==> src/include/bridge_regs.svh <==
// Bridge register reset macros

`ifndef BRIDGE_REGS_SVH
`define BRIDGE_REGS_SVH

// ---------------------------------------------------------------------------
// Reset values shared by the bridge register blocks
// ---------------------------------------------------------------------------

// Clear value for address, data and select registers
`define bridge_rst_zero '0

// APB FSM comes out of reset idle
`define bridge_rst_state apb_idle

// Level of hready while no transfer is in flight
`define bridge_rst_ready 1'b1

`endif

==> src/design/ahb_apb_pkg.sv <==
// AHB to APB bridge package

`default_nettype none

package ahb_apb_pkg;

  // -------------------------------------------------------------------------
  // Bus widths
  // -------------------------------------------------------------------------
  localparam int addr_width = 32;
  localparam int data_width = 32;
  localparam int num_slaves = 4;

  // -------------------------------------------------------------------------
  // APB address map, inclusive ranges of 4 KB each
  // -------------------------------------------------------------------------
  localparam logic [addr_width-1:0] slave_base [num_slaves] = '{
    32'h0000_1000,
    32'h0000_2000,
    32'h0000_3000,
    32'h0000_4000
  };

  localparam logic [addr_width-1:0] slave_last [num_slaves] = '{
    32'h0000_1fff,
    32'h0000_2fff,
    32'h0000_3fff,
    32'h0000_4fff
  };

  // AHB htrans codes the bridge responds to
  localparam logic [1:0] htrans_nonseq = 2'b10;
  localparam logic [1:0] htrans_seq    = 2'b11;

  // One-hot APB FSM states
  typedef enum logic [2:0] {
    apb_idle   = 3'b001,
    apb_setup  = 3'b010,
    apb_access = 3'b100
  } apb_state_t;

  // One bit per APB slave
  typedef logic [num_slaves-1:0] slave_sel_t;

endpackage

`default_nettype wire

==> src/design/ahb_apb_bridge.sv <==
// AHB to APB bridge top

`timescale 1ns/1ps
`default_nettype none

module ahb_apb_bridge
  import ahb_apb_pkg::*;
(
  // AHB slave side
  input  wire                   hclk6,
  input  wire                   hreset_n6,
  input  wire                   hsel,
  input  wire  [addr_width-1:0] haddr,
  input  wire  [1:0]            htrans,
  input  wire                   hwrite,
  input  wire  [data_width-1:0] hwdata,
  output logic                  hready,
  output logic [data_width-1:0] hrdata,

  // APB bus shared by all slaves
  output logic [addr_width-1:0] paddr,
  output logic                  penable,
  output logic                  pwrite,
  output logic [data_width-1:0] pwdata,

  // Per-slave select and response
  output logic                  psel0,
  output logic                  psel1,
  output logic                  psel2,
  output logic                  psel3,
  input  wire                   pready0,
  input  wire                   pready1,
  input  wire                   pready2,
  input  wire                   pready3,
  input  wire  [data_width-1:0] prdata0,
  input  wire  [data_width-1:0] prdata1,
  input  wire  [data_width-1:0] prdata2,
  input  wire  [data_width-1:0] prdata3
);

  logic                  capture;
  logic                  pending;
  logic                  done;
  logic [addr_width-1:0] held_addr;
  logic                  held_write;
  logic [data_width-1:0] held_wdata;
  slave_sel_t            slave_sel;
  logic                  no_hit;
  slave_sel_t            psel;

  // ---------------------------------------------------------------------------
  // AHB side
  // ---------------------------------------------------------------------------
  ahb_transfer_capture i_ahb_transfer_capture (
    .hclk6      (hclk6),
    .hreset_n6  (hreset_n6),
    .hsel       (hsel),
    .haddr      (haddr),
    .htrans     (htrans),
    .hwrite     (hwrite),
    .hwdata     (hwdata),
    .done       (done),
    .hready     (hready),
    .capture    (capture),
    .pending    (pending),
    .held_addr  (held_addr),
    .held_write (held_write),
    .held_wdata (held_wdata)
  );

  // Decode runs alongside capture on the same address phase
  apb_slave_decoder i_apb_slave_decoder (
    .hclk6     (hclk6),
    .hreset_n6 (hreset_n6),
    .capture   (capture),
    .haddr     (haddr),
    .slave_sel (slave_sel),
    .no_hit    (no_hit)
  );

  // ---------------------------------------------------------------------------
  // APB side
  // ---------------------------------------------------------------------------
  apb_sequencer i_apb_sequencer (
    .hclk6      (hclk6),
    .hreset_n6  (hreset_n6),
    .pending    (pending),
    .held_addr  (held_addr),
    .held_write (held_write),
    .held_wdata (held_wdata),
    .slave_sel  (slave_sel),
    .no_hit     (no_hit),
    .pready     ({pready3, pready2, pready1, pready0}),
    .prdata0    (prdata0),
    .prdata1    (prdata1),
    .prdata2    (prdata2),
    .prdata3    (prdata3),
    .psel       (psel),
    .penable    (penable),
    .paddr      (paddr),
    .pwrite     (pwrite),
    .pwdata     (pwdata),
    .hrdata     (hrdata),
    .done       (done)
  );

  // Select vector out to the slave ports
  assign psel0 = psel[0];
  assign psel1 = psel[1];
  assign psel2 = psel[2];
  assign psel3 = psel[3];

endmodule

`default_nettype wire

==> src/design/ahb_transfer_capture.sv <==
// AHB transfer capture

`timescale 1ns/1ps
`default_nettype none

`include "bridge_regs.svh"

module ahb_transfer_capture
  import ahb_apb_pkg::*;
(
  input  wire                   hclk6,
  input  wire                   hreset_n6,
  input  wire                   hsel,
  input  wire  [addr_width-1:0] haddr,
  input  wire  [1:0]            htrans,
  input  wire                   hwrite,
  input  wire  [data_width-1:0] hwdata,
  input  wire                   done,
  output logic                  hready,
  output logic                  capture,
  output logic                  pending,
  output logic [addr_width-1:0] held_addr,
  output logic                  held_write,
  output logic [data_width-1:0] held_wdata
);

  // High for the cycle after an accepted address phase
  logic data_phase;

  // ---------------------------------------------------------------------------
  // Address phase acceptance
  // ---------------------------------------------------------------------------

  // Only NONSEQ and SEQ start a transfer, IDLE and BUSY are ignored
  assign capture = hready && hsel &&
                   ((htrans == htrans_nonseq) || (htrans == htrans_seq));

  // A transfer is outstanding whenever the AHB bus is held
  assign pending = ~hready;

  always_ff @(posedge hclk6 or negedge hreset_n6) begin
    if (!hreset_n6) begin
      hready     <= `bridge_rst_ready;
      data_phase <= 1'b0;
    end else begin
      data_phase <= capture;
      if (capture) begin
        hready <= 1'b0;
      end else if (done) begin
        hready <= 1'b1;
      end
    end
  end

  // ---------------------------------------------------------------------------
  // Held transfer
  // ---------------------------------------------------------------------------

  // Address and direction come from the address phase
  always_ff @(posedge hclk6 or negedge hreset_n6) begin
    if (!hreset_n6) begin
      held_addr  <= `bridge_rst_zero;
      held_write <= 1'b0;
    end else if (capture) begin
      held_addr  <= haddr;
      held_write <= hwrite;
    end
  end

  // Write data arrives one cycle later, in the AHB data phase
  always_ff @(posedge hclk6 or negedge hreset_n6) begin
    if (!hreset_n6) begin
      held_wdata <= `bridge_rst_zero;
    end else if (data_phase && held_write) begin
      held_wdata <= hwdata;
    end
  end

endmodule

`default_nettype wire

==> src/design/apb_sequencer.sv <==
// APB transfer sequencer

`timescale 1ns/1ps
`default_nettype none

`include "bridge_regs.svh"

module apb_sequencer
  import ahb_apb_pkg::*;
(
  input  wire                   hclk6,
  input  wire                   hreset_n6,
  input  wire                   pending,
  input  wire  [addr_width-1:0] held_addr,
  input  wire                   held_write,
  input  wire  [data_width-1:0] held_wdata,
  input  wire  slave_sel_t      slave_sel,
  input  wire                   no_hit,
  input  wire  [num_slaves-1:0] pready,
  input  wire  [data_width-1:0] prdata0,
  input  wire  [data_width-1:0] prdata1,
  input  wire  [data_width-1:0] prdata2,
  input  wire  [data_width-1:0] prdata3,
  output slave_sel_t            psel,
  output logic                  penable,
  output logic [addr_width-1:0] paddr,
  output logic                  pwrite,
  output logic [data_width-1:0] pwdata,
  output logic [data_width-1:0] hrdata,
  output logic                  done
);

  apb_state_t            state;
  logic                  pready_sel;
  logic [data_width-1:0] prdata_sel;

  // ---------------------------------------------------------------------------
  // Slave response selection
  // ---------------------------------------------------------------------------

  // Only the selected slave may end the access
  assign pready_sel = |(psel & pready);

  // Masked OR of the read buses, zero when nothing is selected
  always_comb begin
    prdata_sel = `bridge_rst_zero;
    if (psel[0]) begin
      prdata_sel = prdata_sel | prdata0;
    end
    if (psel[1]) begin
      prdata_sel = prdata_sel | prdata1;
    end
    if (psel[2]) begin
      prdata_sel = prdata_sel | prdata2;
    end
    if (psel[3]) begin
      prdata_sel = prdata_sel | prdata3;
    end
  end

  // Access ends on pready, or straight away for an unmapped address
  assign done = (state == apb_access) && (pready_sel || no_hit);

  // Held write data is stable from setup until the next data phase
  assign pwdata = held_wdata;

  // ---------------------------------------------------------------------------
  // Idle / setup / access FSM
  // ---------------------------------------------------------------------------
  always_ff @(posedge hclk6 or negedge hreset_n6) begin
    if (!hreset_n6) begin
      state   <= `bridge_rst_state;
      psel    <= `bridge_rst_zero;
      penable <= 1'b0;
      paddr   <= `bridge_rst_zero;
      pwrite  <= 1'b0;
    end else begin
      case (state)
        apb_idle: begin
          if (pending) begin
            state  <= apb_setup;
            psel   <= slave_sel;
            paddr  <= held_addr;
            pwrite <= held_write;
          end
        end

        apb_setup: begin
          state   <= apb_access;
          // No enable strobe without a selected slave
          penable <= |psel;
        end

        apb_access: begin
          // Waits here while the slave holds pready low
          if (done) begin
            state   <= apb_idle;
            psel    <= `bridge_rst_zero;
            penable <= 1'b0;
          end
        end

        default: begin
          state   <= apb_idle;
          psel    <= `bridge_rst_zero;
          penable <= 1'b0;
        end
      endcase
    end
  end

  // ---------------------------------------------------------------------------
  // AHB read data
  // ---------------------------------------------------------------------------

  // Loaded on the completing edge, also for writes
  always_ff @(posedge hclk6 or negedge hreset_n6) begin
    if (!hreset_n6) begin
      hrdata <= `bridge_rst_zero;
    end else if (done) begin
      hrdata <= prdata_sel;
    end
  end

endmodule

`default_nettype wire

==> src/design/apb_slave_decoder.sv <==
// APB slave address decoder

`timescale 1ns/1ps
`default_nettype none

`include "bridge_regs.svh"

module apb_slave_decoder
  import ahb_apb_pkg::*;
(
  input  wire                  hclk6,
  input  wire                  hreset_n6,
  input  wire                  capture,
  input  wire [addr_width-1:0] haddr,
  output slave_sel_t           slave_sel,
  output logic                 no_hit
);

  // Range hits for the address currently on the bus
  slave_sel_t hit;

  // ---------------------------------------------------------------------------
  // Range compare against the package address map
  // ---------------------------------------------------------------------------
  always_comb begin
    hit = `bridge_rst_zero;
    for (int i = 0; i < num_slaves; i++) begin
      hit[i] = (haddr >= slave_base[i]) && (haddr <= slave_last[i]);
    end
  end

  // ---------------------------------------------------------------------------
  // Select register
  // ---------------------------------------------------------------------------

  // Only loaded on an accepted address phase, held for the whole transfer
  always_ff @(posedge hclk6 or negedge hreset_n6) begin
    if (!hreset_n6) begin
      slave_sel <= `bridge_rst_zero;
      no_hit    <= 1'b0;
    end else if (capture) begin
      slave_sel <= hit;
      // unmapped address, the sequencer completes it without a slave
      no_hit    <= ~|hit;
    end
  end

endmodule

`default_nettype wire

==> config.mk <==
export PLATFORM = sky130hd
export DESIGN_NAME = ahb_apb_bridge
export DESIGN_NICKNAME = d
export VERILOG_FILES = /design/src/design/ahb_apb_pkg.sv /design/src/design/ahb_apb_bridge.sv /design/src/design/ahb_transfer_capture.sv /design/src/design/apb_sequencer.sv /design/src/design/apb_slave_decoder.sv
export VERILOG_INCLUDE_DIRS = /design/src /design/src/include
export SDC_FILE = /design/constraint.sdc
export NUM_CORES = 1
export LEC_CHECK = 0
export BUFFER_PORTS_ARGS = -buffer_cell sky130_fd_sc_hd__buf_2
export CORE_MARGIN = 10
export CORE_UTILIZATION = 35
export CTS_BUF_LIST = sky130_fd_sc_hd__clkbuf_4
export CTS_CLUSTER_SIZE = 28
export DETAILED_ROUTE_END_ITERATION = 6
export PLACE_DENSITY = 0.73
export SLEW_MARGIN = 20
export SYNTH_ARGS = -nofsm -noshare
export SYNTH_HDL_FRONTEND = slang
export SYNTH_HIERARCHICAL = 1
export SYNTH_SLANG_ARGS = --single-unit
export TNS_END_PERCENT = 30
==> constraint.sdc <==
create_clock -name hclk6 -period 4.35 [get_ports hclk6]
set_input_delay 0.435 -clock hclk6 [delete_from_list [all_inputs] [get_ports hclk6]]
set_output_delay 0.435 -clock hclk6 [all_outputs]
set_load 0.01 [all_outputs]
==> results by group <==
Outcome
  • Outcome: finished, final reports clean

Floorplan
  • Initial Utilization: 36.0%
  • Die Width: between 150 and 200 um
  • I/O pin count: 305
  • Die area: roughly 25000 sq um
  • Die Height: roughly 160 um
  • Core footprint: 18100 sq um
  • Row count: 49

Synthesis
  • Syn Std Cell Area: about 6500 sq um
  • Netlist cell types: 37
  • Seq/Total Area, Yosys: a little under three fifths
  • YS warnings: 6
  • Post-Synthesis Net Count: 699
  • Ys flop type: dfrtp_1
  • Yosys top cell by area: dfrtp_1
  • Top-count cell post-synth: dfrtp_1
  • FF+latch count, synth: ~150
  • Post-synth top area share: 54.8%
  • Synth Instances: 497
  • Synth Area per Inst: 13.1 sq um
  • Post-synth EDFFs: 0
  • Post-synth ARST share: 100%
  • Area contributors post-synth: dfrtp_1 55%, a22oi_1 7.4%, mux2_2 7.2%, mux2_4 6.4%, mux2_1 4.8%
  • Commonest cells post-synth: 143 x dfrtp_1, 64 x a22oi_1, 42 x mux2_2, 37 x nor2_1, 34 x buf_4

Pwr
  • Peak supply drop: 0.000300 V
  • Power density over cell area: between 600 and 700 nW/um^2
  • P_leak: 0.00395 uW

Timing
  • Worst slew margin: 40.4%
  • Clock skew: 0.0125 ns
  • Final Hold Fails: 0
  • Achievable Freq: 429 MHz
  • Slew @ Worst Pin: between 0.8 and 0.9 ns
  • Setup TNS: 0 ns
  • # setup viols final: 0
  • Min Tclk post-route: ~2.3 ns
  • Final period utilization: 53.5%
  • RSZ-0062 raised after global routing: no
  • Max-slew violations: 0

Placed design
  • GP Congestion: 0.788
  • I/O Buffers: 303
  • Area after DPL: 7940 sq um
  • Post-DP HPWL: 15.3 mm

Global routing
  • Overflow after GRT: 0
  • Vias in the first global route: 5382
  • Aggregate global-route resource usage: 15.7%
  • First-pass GRT wire length: 30.1 mm
  • Antenna violations before repair: 4
  • Largest net degree at the start of global routing: 68

Clock tree
  • CTS H-Tree Depth: 4
  • Insertion delay to the later sink of the worst-skew pair: around 0.53 ns
  • CTS tree: built
  • Total CTS buffers: 17
  • Clock Tree Buf Depth: 2
  • CTS Sinks: 145
  • CTS root buf: clkbuf_4
  • Reg clk slew, reported paths: about 0.13 ns

Worst setup path
  • Reg-to-reg slack, setup: 2.02 ns
  • Setup CP Type: reg -> reg
  • RR Endpoint: i_apb_slave_decoder/no_hit$_DFFE_PN0P_
  • Worst Reg-to-Reg Cells: 4
  • Critical Path Start Type: flip-flop
  • Reg2reg start: i_ahb_transfer_capture/hready$_DFFE_PN1P_
  • Worst setup EP type: flip-flop
  • Crit Path Max Fanout: 35
  • Arrival time of the worst setup path: 2.75 ns
  • Required time worst endpoint: 4.77 ns

Detailed routing
  • Final wirelength: 19.8 mm
  • Drt initial violations: 172
  • WL/cell: 19.6 um
  • DRC viols: 0
  • Drt first pass iters: 4
  • Antenna viol nets, final: 0
  • Via count: 5045
  • Vias per inst: 5.00

Cells and area
  • Layout cells sized above 1: 54.2%
  • Fill count: 1705
  • Nets: 965
  • Register area: about 3600 sq um
  • Layout Area Growth over Synthesis: 26.6%
  • Multi-input logic area: around 2400 sq um
  • Final Cell Area: 8260 sq um

Min path
  • Worst hold endpoint: i_ahb_transfer_capture/held_wdata[18]$_DFFE_PN0P_
  • Hold Crit Start: hwdata[18]
  • Hold Path Stages: 2
  • Hold crit path type: in -> reg

Job
  • Max Cap Viol: 0
-- what timing repair did --
item | CTS | global route
resized for setup | 0 | 0
endpoints found under the hold margin | 63 | 0
hold buffers | 1 | 0
setup buffers | 0 | 0
-- critical path, stage by stage, from the launching register on --
cell      delay [ns]
dfstp_2         0.60
nand3_4         0.53
inv_1           0.47
nand4b_2        0.24
o32a_1          0.37
-- metal layers --
| metal | GRT usage (%) | share of wire, % | vias to the layer above |
|---|---|---|---|
| met5 | 0 | 0 | - |
| met2 | 27.3 | 52 | 212 |
| met1 | 16.0 | 35 | 2471 |
| met4 | 7.01 | 2.9 | 0 |
| met3 | 6.80 | 9.3 | 27 |
| li1 | - | - | 2335 |
-- sequential cells by signal, summed over array words and instances, names as in the netlist, 3 cells and up --
register,count
i_ahb_transfer_capture/held_addr,32
i_ahb_transfer_capture/held_wdata,32
i_apb_sequencer/hrdata,32
i_apb_sequencer/paddr,32
i_apb_sequencer/psel,4
i_apb_sequencer/state,3
i_apb_slave_decoder/slave_sel,4
-- cells in the final DEF (no fill, tap or decap), types with 2 or more instances in the layout --
master | synthesis | layout
diode_2 | 0 | 4
bufinv_16 | 0 | 3
mux2_1 | 28 | 28
nand4_1 | 3 | 3
inv_1 | 11 | 11
o22ai_1 | 4 | 4
clkinv_1 | 0 | 3
nor2_1 | 37 | 37
clkbuf_4 | 0 | 18
a21oi_1 | 3 | 3
dfrtp_1 | 143 | 143
mux2_2 | 42 | 42
mux2i_1 | 4 | 4
nand2_1 | 8 | 8
clkinv_4 | 0 | 2
mux2_4 | 28 | 28
nor4_4 | 2 | 2
buf_2 | 8 | 302
nor4_2 | 2 | 2
nand4b_1 | 2 | 2
dfstp_2 | 2 | 2
a31oi_1 | 32 | 32
inv_6 | 0 | 4
nand2b_1 | 2 | 2
a22oi_1 | 64 | 64
buf_4 | 34 | 8
-- power breakdown --
group / switching [uW] / internal (uW) / leakage, uW / total (uW)
Sequential: 335 / 2000 / 0.00170 / 2330
Combinational: 1130 / 1110 / 0.00209 / 2230
Clock: 492 / 405 / 0.000160 / 896
-- per-stage QoR --
step | worst slack, ns | util, % | hold slack (ns) | std cells | total power, uW
2_1_floorplan | 2.61 | - | 0.139 | 497 | 3930
3_3_place_gp | 2.02 | 43.8 | 0.463 | 972 | 4560
3_5_place_dp | 1.98 | 43.8 | 0.471 | 972 | 4640
4_1_cts | 1.96 | 45.4 | 0.0532 | 1004 | 5570
5_1_grt | 1.86 | 45.5 | 0.0481 | 1008 | 5860
6_report | 2.02 | 45.5 | 0.127 | 1008 | 5460
-- cell type report --
cell class	count	share of cell area, %
flip-flops and latches	145	44.0
multi-input cells	275	29.0
repair buffers	312	19.3
well taps	229	3.47
clock inverters	13	1.92
clock buffers	18	1.64
inverters	12	0.545
diodes	4	0.121
-- worst max-delay path by stage --
stage / startpoint / to / slack (ns) / depth (start not counted)
final: i_ahb_transfer_capture/hready$_DFFE_PN1P_ / i_apb_slave_decoder/no_hit$_DFFE_PN0P_ / 2.02 / 4
after detailed placement: i_ahb_transfer_capture/hready$_DFFE_PN1P_ / i_apb_slave_decoder/no_hit$_DFFE_PN0P_ / 1.98 / 4
after CTS: i_ahb_transfer_capture/hready$_DFFE_PN1P_ / i_apb_slave_decoder/no_hit$_DFFE_PN0P_ / 1.96 / 4
after floorplan: i_apb_sequencer/state[0]$_DFFE_PN1P_ / i_apb_sequencer/paddr[13]$_DFFE_PN0P_ / 2.61 / 6
after global placement: i_apb_sequencer/state[0]$_DFFE_PN1P_ / i_apb_sequencer/paddr[11]$_DFFE_PN0P_ / 2.02 / 4
after global routing: i_ahb_transfer_capture/hready$_DFFE_PN1P_ / i_apb_slave_decoder/no_hit$_DFFE_PN0P_ / 1.86 / 4
-- cells by family after synthesis --
kind of cell | count (synthesis) | synth area share (%)
multiplexers | 102 | 19.1
AO/OA/AOI/OAI | 110 | 12.0
buffers and inverters | 77 | 7.80
AND/OR/NAND/NOR | 62 | 5.29
XOR/XNOR | 1 | 0.134
flip-flops | 145 | 55.6
No activity file was read; power rests on OpenSTA's default activity.
